File: src/include/core_consts.svh
// opcode, funct3 and reset constants shared by the core blocks and the testbench
`ifndef CORE_CONSTS_SVH
`define CORE_CONSTS_SVH

// major opcodes, instr[6:2]
`define OPCODE_LUI        5'b01101
`define OPCODE_AUIPC      5'b00101
`define OPCODE_OP_IMM     5'b00100
`define OPCODE_OP         5'b01100
`define OPCODE_OP_IMM32   5'b00110
`define OPCODE_JAL        5'b11011
`define OPCODE_JALR       5'b11001
`define OPCODE_BRANCH     5'b11000

// integer ALU funct3
`define FUNCT3_ADD_SUB    3'b000
`define FUNCT3_SLL        3'b001
`define FUNCT3_SLT        3'b010
`define FUNCT3_SLTU       3'b011
`define FUNCT3_XOR        3'b100
`define FUNCT3_SRL_SRA    3'b101
`define FUNCT3_OR         3'b110
`define FUNCT3_AND        3'b111

// branch funct3
`define FUNCT3_BEQ        3'b000
`define FUNCT3_BNE        3'b001
`define FUNCT3_BLT        3'b100
`define FUNCT3_BGE        3'b101
`define FUNCT3_BLTU       3'b110
`define FUNCT3_BGEU       3'b111

`define RESET_PC          64'h0000_0000_0000_0000
`define NUM_REGS          32

`endif

File: src/verilog/core_pkg.sv
// common types of the multi-cycle core, imported by the RTL blocks and the testbench
package core_pkg;

  typedef logic [63:0] xlen_t;
  typedef logic [63:0] addr_t;
  typedef logic [31:0] inst_t;
  typedef logic [4:0]  reg_idx_t;

  // one instruction walks through these in order
  typedef enum logic [2:0] {
    PH_FETCH_SETUP,
    PH_FETCH_ACCESS,
    PH_DECODE,
    PH_EXECUTE,
    PH_WRITEBACK
  } phase_e;

  typedef struct packed {
    logic [4:0] opcode;
    logic [2:0] funct3;
    logic [6:0] funct7;
    reg_idx_t   rd;
    xlen_t      op1;
    xlen_t      op2;
    xlen_t      t1;
  } dec_s;

  typedef struct packed {
    logic  rd_wen;
    xlen_t rd_data;
    logic  pc_jmp;
    addr_t pc_jmpaddr;
  } exe_res_s;

  typedef struct packed {
    addr_t    pc;
    inst_t    inst;
    reg_idx_t rd;
    logic     rd_wen;
    xlen_t    rd_data;
  } retire_s;

endpackage

File: src/verilog/id_stage.sv
// decoder, extracts fields from the latched instruction and picks op1, op2 and t1 for execute
`timescale 1ns/1ns

`include "core_consts.svh"

module id_stage import core_pkg::*; (
  input  inst_t    inst_i,
  input  addr_t    pc_i,
  output reg_idx_t rs1_o,
  output reg_idx_t rs2_o,
  input  xlen_t    rs1_data_i,
  input  xlen_t    rs2_data_i,
  output dec_s     dec_o
);

  logic [4:0] opcode;
  logic [2:0] funct3;
  xlen_t      imm_i;
  xlen_t      imm_u;
  xlen_t      imm_j;
  xlen_t      imm_b;
  addr_t      pc_plus4;
  logic       shift_imm;

  assign opcode = inst_i[6:2];
  assign funct3 = inst_i[14:12];
  assign rs1_o  = inst_i[19:15];
  assign rs2_o  = inst_i[24:20];

  // sign-extended immediates
  assign imm_i = {{52{inst_i[31]}}, inst_i[31:20]};
  assign imm_u = {{32{inst_i[31]}}, inst_i[31:12], 12'b0};
  assign imm_j = {{43{inst_i[31]}}, inst_i[31], inst_i[19:12], inst_i[20],
                  inst_i[30:21], 1'b0};
  assign imm_b = {{51{inst_i[31]}}, inst_i[31], inst_i[7], inst_i[30:25],
                  inst_i[11:8], 1'b0};

  assign pc_plus4 = pc_i + addr_t'(4);

  // slli/srli/srai use instr[25] as shamt bit 5
  assign shift_imm = (opcode == `OPCODE_OP_IMM) &&
                     ((funct3 == `FUNCT3_SLL) || (funct3 == `FUNCT3_SRL_SRA));

  always_comb begin
    dec_o.opcode = opcode;
    dec_o.funct3 = funct3;
    dec_o.funct7 = shift_imm ? {inst_i[31:26], 1'b0} : inst_i[31:25];
    dec_o.rd     = inst_i[11:7];
    dec_o.op1    = '0;
    dec_o.op2    = '0;
    dec_o.t1     = '0;
    case (opcode)
      `OPCODE_AUIPC: begin
        dec_o.op1 = pc_i;
        dec_o.op2 = imm_u;
      end
      `OPCODE_LUI: begin
        dec_o.op2 = imm_u;
      end
      `OPCODE_OP_IMM, `OPCODE_OP_IMM32: begin
        dec_o.op1 = rs1_data_i;
        dec_o.op2 = imm_i;
      end
      `OPCODE_OP: begin
        dec_o.op1 = rs1_data_i;
        dec_o.op2 = rs2_data_i;
      end
      `OPCODE_JAL: begin
        dec_o.op1 = pc_plus4;
        dec_o.op2 = pc_i + imm_j;
      end
      `OPCODE_JALR: begin
        dec_o.op1 = rs1_data_i;
        dec_o.op2 = imm_i;
        dec_o.t1  = pc_plus4;
      end
      `OPCODE_BRANCH: begin
        dec_o.op1 = rs1_data_i;
        dec_o.op2 = rs2_data_i;
        dec_o.t1  = pc_i + imm_b;
      end
      default: ;
    endcase
  end

endmodule

File: config.mk
export PLATFORM = sky130hd
export DESIGN_NAME = id_stage
export DESIGN_NICKNAME = d
export VERILOG_FILES = /design/src/verilog/core_pkg.sv /design/src/verilog/id_stage.sv
export VERILOG_INCLUDE_DIRS = /design/src /design/src/include
export SDC_FILE = /design/constraint.sdc
export NUM_CORES = 1
export LEC_CHECK = 0
export ABC_CLOCK_PERIOD_IN_PS = 10200
export BUFFER_PORTS_ARGS = -buffer_cell sky130_fd_sc_hd__buf_2
export CAP_MARGIN = 30
export CORE_MARGIN = 1.5
export CORE_UTILIZATION = 35
export DETAILED_ROUTE_END_ITERATION = 12
export PLACE_DENSITY = 0.65
export SETUP_SLACK_MARGIN = 0.3
export SYNTH_ARGS = -nofsm -noshare
export SYNTH_HDL_FRONTEND = slang
export SYNTH_SLANG_ARGS = --single-unit
File: constraint.sdc
create_clock -name vclk -period 10.2
set_clock_uncertainty 0.1 [all_clocks]
set_input_delay 2.04 -clock vclk [all_inputs]
set_output_delay 2.04 -clock vclk [all_outputs]
set_load 0.005 [all_outputs]
# After elaboration in Yosys (flattened, before gate mapping)
# Index checks and enable logic that the tools add are counted.
# classes
n_addsub	3
eq_ne	10
muxes	4
reduce_logical	6
# ops
cell	n
64-bit one-hot mux with 4 select lines	1
64-bit one-hot mux with 3 select lines	1
64-bit adder	2
64-bit one-hot mux with 2 select lines	1
64-bit by 3-bit adder with 64-bit output, second input constant	1
5-bit by 3-bit == test with 1-bit output, second input constant	3
5-bit == test, second input constant	3
5-bit by 4-bit == test with 1-bit output, second input constant	2
5-bit OR reduction	1
2-bit OR reduction	2
3-bit by 1-bit == test with 1-bit output, second input constant	1
3-bit == test, second input constant	1
3-bit OR reduction	1
1-bit logical AND	1
1-bit logical OR	1
1-bit two-way mux	1
# totals
regBits	0
inputBits	224
out_inout_bits	222
wordCells	23

# Longest topological paths before layout
# Gate-level depths: netlist (run 1).
# depth
word_depth	4
ltp_mapped	11

# Worst setup path before layout (run 1)
# Ideal clock, no wire load.
# synth_path
kind	input to output
start	in inst_i[8]
end	out dec_o[29] (netlist bit)
t_arrival_ns	4.554
required_time_ns	8.060
setup_slack_ns	3.506
cell_stages	11
n_path_buf	0
path_cell_list	ha_1 fa_1 a211oi_2 o21ai_1 a221oi_1 a22oi_1 a221o_2 a21oi_1 o21ai_1 xnor2_1 o22ai_1
# synth_lines
element	line_no	rtl
from (decl)	id_stage.sv:7	input inst_t inst_i,
to (decl)	id_stage.sv:13	output dec_s dec_o

==> results of run 1 <==
area by class of cell:
cell class                      count  area [um^2]
Fill cell                        3298        17100
Timing Repair Buffer              459         2330
Inverter                           38          143
Multi-Input combinational cell   1488         9610
Antenna cell                        2         5.00
Tap cell                          390          488
per-layer routing:
metal	GRT usage [%]	vias up	wire [um]
li1	-	6840	-
met1	51.9	7190	26400
met2	59.1	857	26900
met3	6.48	113	6510
met4	10.5	4	1940
met5	0	-	23
where the power goes:
group / internal, mW / switching (mW) / leakage [nW]
combinational: 0.257 / 0.470 / 5.82
clock: 0.0000000263 / 0 / 0.0000127
sequential: 0 / 0 / 0
cells by family after synthesis:
logic type	count (synthesis)	share of synthesized area (%)
compound gates	666	40.1
xor+xnor	168	14.0
fa+ha+maj	78	9.42
buf+inv	193	8.94
mux	15	1.43
simple gates	561	26.1
Yosys cell counts (15+ instances only):
cell	number
a221oi_1	26
mux2i_1	15
buf_4	35
clkbuf_1	73
nand2_1	198
xnor2_1	99
o21bai_1	17
o311ai_0	19
buf_2	30
a22oi_1	24
o22ai_1	24
and3_1	21
a211oi_1	16
nand4_1	37
a21o_1	41
o21ai_1	19
a21oi_1	186
nor2_1	136
nor3_1	38
inv_1	37
xor2_1	69
ha_1	76
a31oi_1	17
nand3_1	48
o21ai_0	183
stage by stage:
step / util (%) / instances / area (um^2) / hold slack [ns]
floorplan: - / 1681 / 10500 / 4.05
global placement: 42.4 / 2375 / 12600 / 4.17
detailed placement: 42.4 / 2375 / 12600 / 4.17
CTS: 42.4 / 2375 / 12600 / 4.17
global route: 42.4 / 2377 / 12600 / 4.19
finish: 42.4 / 2377 / 12600 / 4.17
cell usage in the layout (no fill, tap or decap), types with 5 or more instances in the layout:
master    netlist  layout
nor2b_1         6       6
o21bai_1       17      17
o211ai_1        7       7
nor3_1         38      37
xor2_1         69      69
o21ai_1        19      19
and4_1          8       8
ha_1           76      76
nand2b_1        9       8
buf_2          30     444
nor2_1        136     135
o21ai_0       183     183
a21boi_0        5       5
a211oi_1       16      16
and3_1         21      21
nor3b_1         5       5
mux2i_1        15      15
a21o_1         41      41
o211a_1         6       6
nand4_1        37      37
a222oi_1        5       5
a221o_1        14      14
a21oi_1       186     186
buf_4          35      15
nand2_1       198     197
a31oi_1        17      17
xnor2_1        99      99
o311ai_0       19      19
o221ai_1        5       5
o21a_1         13      13
a221oi_1       26      26
and2_1         11      11
a22oi_1        24      24
o22ai_1        24      24
nor4_1          7       7
nand3_1        48      48
inv_1          37      37
worst min path at each step:
stage,start,end,cells past startpoint
after global placement,inst_i[6],dec_o[211],2
final,inst_i[6],dec_o[211],2
after detailed placement,inst_i[6],dec_o[211],2
after floorplan,inst_i[25],dec_o[197],2
after global routing,inst_i[8],dec_o[193],2
after CTS,inst_i[6],dec_o[211],2
==> results.md, run 1 <==
- DIE WIDTH: 176 um
- Share of cells above drive strength 1: 25.5%
- Cts hold-fix bufs: 0
- IO Port Bufs: 444
- Largest net degree at the start of global routing: 93
- Setup ws final: 1.94 ns
- Routability cong.: 1.03
- Pre-antenna DRT Iters: 6
- Cts repair resizes: 0
- Initial core utilization: 35.5%
- Synth top area cells: ha_1, a21oi_1, o21ai_0, xnor2_1, nand2_1
- # IOs: 446
- Max Freq: 121 MHz
- Status: finished, final reports clean
- Setup violations, final: 0
- Number of post-CTS setup repair buffers: 0
- Synth warnings: 0
- Post-synthesis cell area: 0.0105 mm^2
- Critical Path End: dec_o[48]
- First-pass GRT wire length: 88200 um
- Levels on crit path: 12
- Crit path buffers/inverters: 2
- WL/cell: 26.0 um
- Final setup TNS: 0 ns
- Rel. slew slack: 23.7%
- Iter 0 DRT Violations: 1603
- RSZ-0062 raised after global routing: no
- FF+latch count: 0
- Power per Cell Area: 57.8 mW/mm^2
- Vias per inst: 6.31
- Post-route DRC: 0
- Die Height: 176 um
- Seq/Total Area, Yosys: 0%
- Initial antenna violation count: 5
- Count of different cell masters after synthesis: 91
- Row count: 63
- Reg area: 0 um^2
- Clock Buffer Count: 0
- Worst vdd ir: 0.0186 mV
- Slew @ Worst Pin: 1.13 ns
- Die area: 0.0311 mm^2
- Number of global-route vias before repair: 13.7k
- CP Capture Type: output pin
- Max FO, Critical Path: 26
- Synth top area share: 9.04%
- Leakage: 5.82 nW
- Post-synthesis cell count: 1681
- HPWL after DPL: 50600 um
- DR vias: 15.0k
- Setup CP Type: input pin to output pin
- Largest delay contributor family on the critical path: compound AO/OA/AOI/OAI gates
- Slew Limit Fails: 0
- Max-cap violations: 0
- Pre-CTS WS: 2.17 ns
- CP peak stage delay: 0.63 ns
- Slowest-stage cell, CP: a21oi_2
- DRT antenna net count: 0
- Avg Synthesized Cell Area: 6.26 um^2
- CP cell instances: buf_2, ha_1, a21oi_1, nand2_1, a31oi_1, nor3_1, a21oi_2, o21ai_0, a31oi_1, xor2_1, a21oi_1, buf_2
- Worst hold path type: input pin to output pin
- Synth area leader: ha_1
- Core ar.: 0.0296 mm^2
- P&R area growth vs syn: 19.6%
- Final wirelength: 61800 um
- Worst Path Arrival: 6.12 ns
- Total grt overflow: 0
- Synth Net Count: 1983
- Layout Nets: 2289
- Gr usage total: 37.4%
- Tmin final: 8.26 ns
- Final period utilization: 81.0%
- Final Hold Viols: 0
- Pwr Total: 727 uW
- Critical Path Start: inst_i[31]
- Startpoint types: input pin
- Worst path required time: 8.06 ns
(Power assumes the default switching activity.)
==> inputs of run 2 (changes only) <==
--- a/config.mk
+++ b/config.mk
@@ -6,13 +6,13 @@
 export SDC_FILE = /design/constraint.sdc
 export NUM_CORES = 1
 export LEC_CHECK = 0
-export ABC_CLOCK_PERIOD_IN_PS = 10200
+export ABC_CLOCK_PERIOD_IN_PS = 7560
 export BUFFER_PORTS_ARGS = -buffer_cell sky130_fd_sc_hd__buf_2
 export CAP_MARGIN = 30
 export CORE_MARGIN = 1.5
 export CORE_UTILIZATION = 35
 export DETAILED_ROUTE_END_ITERATION = 12
-export PLACE_DENSITY = 0.65
+export PLACE_DENSITY = 0.67
 export SETUP_SLACK_MARGIN = 0.3
 export SYNTH_ARGS = -nofsm -noshare
 export SYNTH_HDL_FRONTEND = slang
==> constraint.sdc (replaced) <==
create_clock -name vclk -period 7.56
set_clock_uncertainty 0.1 [all_clocks]
set_input_delay 1.512 -clock vclk [all_inputs]
set_output_delay 1.512 -clock vclk [all_outputs]
set_load 0.005 [all_outputs]
==> results.md, run 2 (synthesis results as in run 1) <==
- Status: finished, final reports clean
- Vias per inst: 6.30 (-0.15%)
- Final Hold Viols: 0 (unchanged)
- Share of cells above drive strength 1: 26.1% (+0.62 points)
- Crit path buffers/inverters: 3 (+1)
- Setup violations, final: 0 (unchanged)
- Die Height: 176 um (unchanged)
- Slew @ Worst Pin: 1.13 ns (-0.00577 ns)
- Layout Nets: 2307 (+0.79%)
- Total grt overflow: 0 (unchanged)
- Most common cell after layout, fill and taps aside: buf_2
- Tmin final: 6.76 ns
- Comb pwr share: 100.0% (about the same)
- IO Port Bufs: 444 (unchanged)
- Leakage: 5.91 nW (+1.6%)
- Clock Buffer Count: 0 (unchanged)
- P&R area growth vs syn: 20.9%
- Hold endpoint: dec_o[193]
- CP cell instances: buf_2, buf_4, ha_1, a21oi_1, o21ai_0, a21oi_1, o21ai_0, a221oi_1, mux2i_1, o21a_1, a21oi_1, nor3b_1, buf_2
- Final wirelength: 62300 um (+0.87%)
- Highest-count cells in the layout ignoring fill and taps: buf_2, nand2_1, a21oi_1
- Final period utilization: 89.4%
- Cts repair resizes: 0 (unchanged)
- Routability cong.: 1.04 (+0.99%)
- Worst path required time: 5.95 ns (-2.11 ns)
- Core ar.: 0.0296 mm^2 (unchanged)
- First-pass GRT wire length: 88700 um (+0.59%)
- Pre-antenna DRT Iters: 9 (+3)
- Slew Limit Fails: 0 (unchanged)
- # IOs: 446 (unchanged)
- Clk pwr share: 0% (unchanged)
- Multi-input logic area: 0.00961 mm^2 (about the same)
- Number of global-route vias before repair: 13.6k (-0.75%)
- WHS Path Cells: 2 (unchanged)
- Max FO, Critical Path: 11 (-58%)
- Worst hold path type: input pin to output pin
- Max-cap violations: 0 (unchanged)
- Reg area: 0 um^2 (unchanged)
- Number of post-CTS setup repair buffers: 0 (unchanged)
- Largest delay contributor family on the critical path: compound AO/OA/AOI/OAI gates
- Max Freq: 148 MHz
- Fillers: 3318 (+0.61%)
- Worst Path Arrival: 5.15 ns (-0.97 ns)
- Worst vdd ir: 0.0253 mV (+36%)
- Net Sw Frac: 64.2% (-0.43 points)
- Setup CP Type: input pin to output pin
- Startpoint types: input pin
- Final setup TNS: 0 ns (unchanged)
- Flop pwr share: 0% (unchanged)
- Net Switching: 639 uW (+36%)
- Initial core utilization: 35.5% (unchanged)
- DIE WIDTH: 176 um (unchanged)
- HP Start: inst_i[8]
- Antenna diodes: 0 (-2)
- DR vias: 15.1k (+0.52%)
- Rel. slew slack: 24.8% (+1.1 points)
- CP Capture Type: output pin
- Hold slack: 3.11 ns (-1.06 ns)
- Initial antenna violation count: 3 (-2)
- Post-route DRC: 0 (unchanged)
- DRT antenna net count: 0 (unchanged)
- RSZ-0062 raised after global routing: no
- HPWL after DPL: 51500 um (+1.6%)
- Cts hold-fix bufs: 0 (unchanged)
- Gr usage total: 37.8% (+0.40 points)
- Largest net degree at the start of global routing: 96 (+3.2%)
- WL/cell: 26.0 um (+0.20%)
- Slowest-stage cell, CP: a221oi_1
- P_int: 355 uW (+38%)
- Worst path most repeated cell: a21oi_1
- Power per Cell Area: 78.2 mW/mm^2 (+35%)
- Die area: 0.0311 mm^2 (unchanged)
- Row count: 63 (unchanged)
- Iter 0 DRT Violations: 1855 (+16%)
- FF+latch count: 0 (unchanged)
- CP peak stage delay: 0.58 ns (-0.05 ns)
run 2: changes by cell type in the layout (fill, tap and decap cells not counted), sizes merged:
cell and change:
buf +18, diode -2
run 2: how the worst max path moves through the flow:
stage	start	to	slack, ns	cells past startpoint
floorplan	inst_i[8]	dec_o[29]	1.92	11
global placement	inst_i[31]	dec_o[126]	0.96	13
detailed placement	inst_i[31]	dec_o[63]	0.97	13
CTS	inst_i[31]	dec_o[63]	0.95	13
global route	inst_i[31]	dec_o[63]	0.72	13
finish	inst_i[31]	dec_o[63]	0.80	13
run 2: power by group through the flow:
stage	Clock (mW)	Sequential (mW)	Combinational, mW
floorplan	0	0	0.576
global placement	0	0	0.967
detailed placement	0	0	0.961
CTS	0	0	0.967
global route	0	0	1.06
finish	0	0	0.994
run 2: final cells by class:
cell class	instances	area share, %
Timing Repair Buffer	477	19.5
Multi-Input combinational cell	1488	75.5
Tap cell	390	3.84
Inverter	38	1.12
run 2: per-layer routing:
| layer | track usage, % | up-vias | part of all wire, % |
|---|---|---|---|
| met4 | 9.43 | 4 | 2.9 |
| li1 | - | 6865 | - |
| met3 | 5.21 | 123 | 9.3 |
| met2 | 60.6 | 939 | 44 |
| met5 | 0 | - | 0.043 |
| met1 | 53.0 | 7151 | 44 |
run 2: stage by stage:
| stage | cells | utilization (%) | power (mW) | cell area, um^2 | setup WS, ns |
|---|---|---|---|---|---|
| 2_1_floorplan | 1681 | - | 0.576 | 10500 | 1.92 |
| 3_3_place_gp | 2393 | 42.9 | 0.967 | 12700 | 0.957 |
| 3_5_place_dp | 2393 | 42.9 | 0.961 | 12700 | 0.968 |
| 4_1_cts | 2393 | 42.9 | 0.967 | 12700 | 0.949 |
| 5_1_grt | 2393 | 42.9 | 1.06 | 12700 | 0.721 |
| 6_report | 2393 | 42.9 | 0.994 | 12700 | 0.800 |
==> inputs of run 3 (changes only) <==
--- a/config.mk
+++ b/config.mk
@@ -9,10 +9,10 @@
 export ABC_CLOCK_PERIOD_IN_PS = 7560
 export BUFFER_PORTS_ARGS = -buffer_cell sky130_fd_sc_hd__buf_2
 export CAP_MARGIN = 30
-export CORE_MARGIN = 1.5
-export CORE_UTILIZATION = 35
+export CORE_AREA = 2 2 174 176
 export DETAILED_ROUTE_END_ITERATION = 12
-export PLACE_DENSITY = 0.67
+export DIE_AREA = 0 0 176 178
+export PLACE_DENSITY = 0.68
 export SETUP_SLACK_MARGIN = 0.3
 export SYNTH_ARGS = -nofsm -noshare
 export SYNTH_HDL_FRONTEND = slang
==> results.md, run 3 (synthesis results as in run 1) <==
- Status: finished, final reports clean
- Initial core utilization: 35.8% (+0.29 points)
- Gr usage total: 36.5% (-1.3 points)
- Levels on crit path: 12 (-1)
- Tmin final: 6.74 ns (-0.0153 ns)
- Rel. slew slack: 35.3% (+10 points)
- Max Freq: 148 MHz (+0.23%)
- Most common cell after layout, fill and taps aside: buf_2
- Crit path buffers/inverters: 3 (unchanged)
- First-pass GRT wire length: 87700 um (-1.1%)
- Final Instance Area: 0.0127 mm^2 (+0.23%)
- Die area: 0.0313 mm^2 (+0.70%)
- Worst path most repeated cell: o21ai_0
- Highest-count cells in the layout ignoring fill and taps: buf_2, nand2_1, a21oi_1
- Total grt overflow: 0 (unchanged)
- Initial antenna violation count: 4 (+1)
- Largest delay contributor family on the critical path: compound AO/OA/AOI/OAI gates
- Slowest-stage cell, CP: xnor2_1
- Slew Limit Fails: 0 (unchanged)
- DIE WIDTH: 176 um (-0.22%)
- Number of post-CTS setup repair buffers: 0 (unchanged)
- Row count: 63 (unchanged)
- Largest net degree at the start of global routing: 73 (-24%)
- P&R area growth vs syn: 21.2%
- CP Capture Type: output pin
- WL/cell: 25.2 um (-3.0%)
- Core ar.: 0.0294 mm^2 (-0.80%)
- Worst vdd ir: 0.0267 mV (+5.6%)
- Routability cong.: 1.04 (about the same)
- CP peak stage delay: 0.47 ns (-0.11 ns)
- Die Height: 178 um (+0.92%)
- Placed inst area: 0.0127 mm^2 (+0.19%)
- Worst path required time: 5.95 ns (about the same)
- Worst Path Arrival: 5.13 ns (-0.02 ns)
- Max-cap violations: 0 (unchanged)
- Setup CP Type: input pin to output pin
- Number of global-route vias before repair: 14.0k (+2.7%)
- CP cell instances: buf_2, buf_4, ha_1, a21oi_1, o2111a_1, o21ai_0, a21oi_1, a21boi_1, o21ai_0, xnor2_1, o21ai_0, buf_2
- # IOs: 446 (unchanged)
- RSZ-0062 raised after global routing: no
- Post-route DRC: 0 (unchanged)
- Worst hold path type: input pin to output pin
- Startpoint types: input pin
- Slew @ Worst Pin: 0.970 ns (-0.156 ns)
- Leakage: 5.92 nW (+0.15%)
- Clock Buffer Count: 0 (unchanged)
- Hold endpoint: dec_o[196]
- Final Hold Viols: 0 (unchanged)
- Iter 0 DRT Violations: 1456 (-22%)
- Vias per inst: 6.26 (-0.69%)
- Max FO, Critical Path: 21 (+10)
- Final period utilization: 89.2% (-0.20 points)
- Share of cells above drive strength 1: 26.2% (+0.050 points)
- IO Port Bufs: 444 (unchanged)
- Cts repair resizes: 0 (unchanged)
- Final wirelength: 60500 um (-3.0%)
- WHS Path Cells: 2 (unchanged)
- Reg area: 0 um^2 (unchanged)
- Layout Nets: 2307 (unchanged)
- Pre-antenna DRT Iters: 7 (-2)
- Setup violations, final: 0 (unchanged)
- Final setup TNS: 0 ns (unchanged)
- HPWL after DPL: 50200 um (-2.5%)
- Power per Cell Area: 76.3 mW/mm^2 (-2.3%)
- FF+latch count: 0 (unchanged)
- HP Start: inst_i[11]
- Cts hold-fix bufs: 0 (unchanged)
- DR vias: 15.0k (-0.61%)
- DRT antenna net count: 0 (unchanged)
run 3: cell types whose count changed in the layout (fill, tap and decap cells not counted):
cell,previous run,this run
diode_2,0,2
nand2b_2,0,1
nor2_4,1,2
buf_6,0,1
buf_4,32,30
nor2_2,2,1
nand2b_1,9,8
buf_12,1,2
run 3: through the flow:
step | utilization, % | std cells | hold WS (ns) | power (mW) | setup slack, ns
floorplan | - | 1681 | 2.99 | 0.576 | 1.92
global placement | 43.3 | 2392 | 3.12 | 0.945 | 0.886
detailed placement | 43.3 | 2393 | 3.12 | 0.944 | 0.915
CTS | 43.3 | 2393 | 3.12 | 0.949 | 0.887
global route | 43.3 | 2394 | 3.13 | 1.04 | 0.598
finish | 43.4 | 2395 | 3.12 | 0.973 | 0.815
run 3: metal layers:
| layer | track usage [%] | part of all wire [%] |
|---|---|---|
| met2 | 59.8 | 45 |
| met1 | 47.3 | 40 |
| met4 | 14.7 | 4.6 |
| met5 | 0 | 0.035 |
| met3 | 6.76 | 10 |
run 3: cell type report:
class	instances	area [um^2]
inverters	38	143
diodes	2	5.00
well taps	390	488
repair buffers	477	2500
multi-input cells	1488	9610
fillers	3263	16700
run 3: where the power goes:
part,switching (mW),leakage [nW],internal (mW),total (mW)
Sequential,0,0,0,0
Combinational,0.619,5.92,0.354,0.973
Clock,0,0.0000127,0.0000000354,0.0000000354
Total,0.619,5.92,0.354,0.973
run 3: how the worst max path moves through the flow:
stage,start,end,slack [ns]
floorplan,inst_i[8],dec_o[29],1.92
global placement,inst_i[31],dec_o[63],0.89
detailed placement,inst_i[31],dec_o[63],0.91
CTS,inst_i[31],dec_o[63],0.89
global route,inst_i[31],dec_o[63],0.60
finish,inst_i[31],dec_o[113],0.82
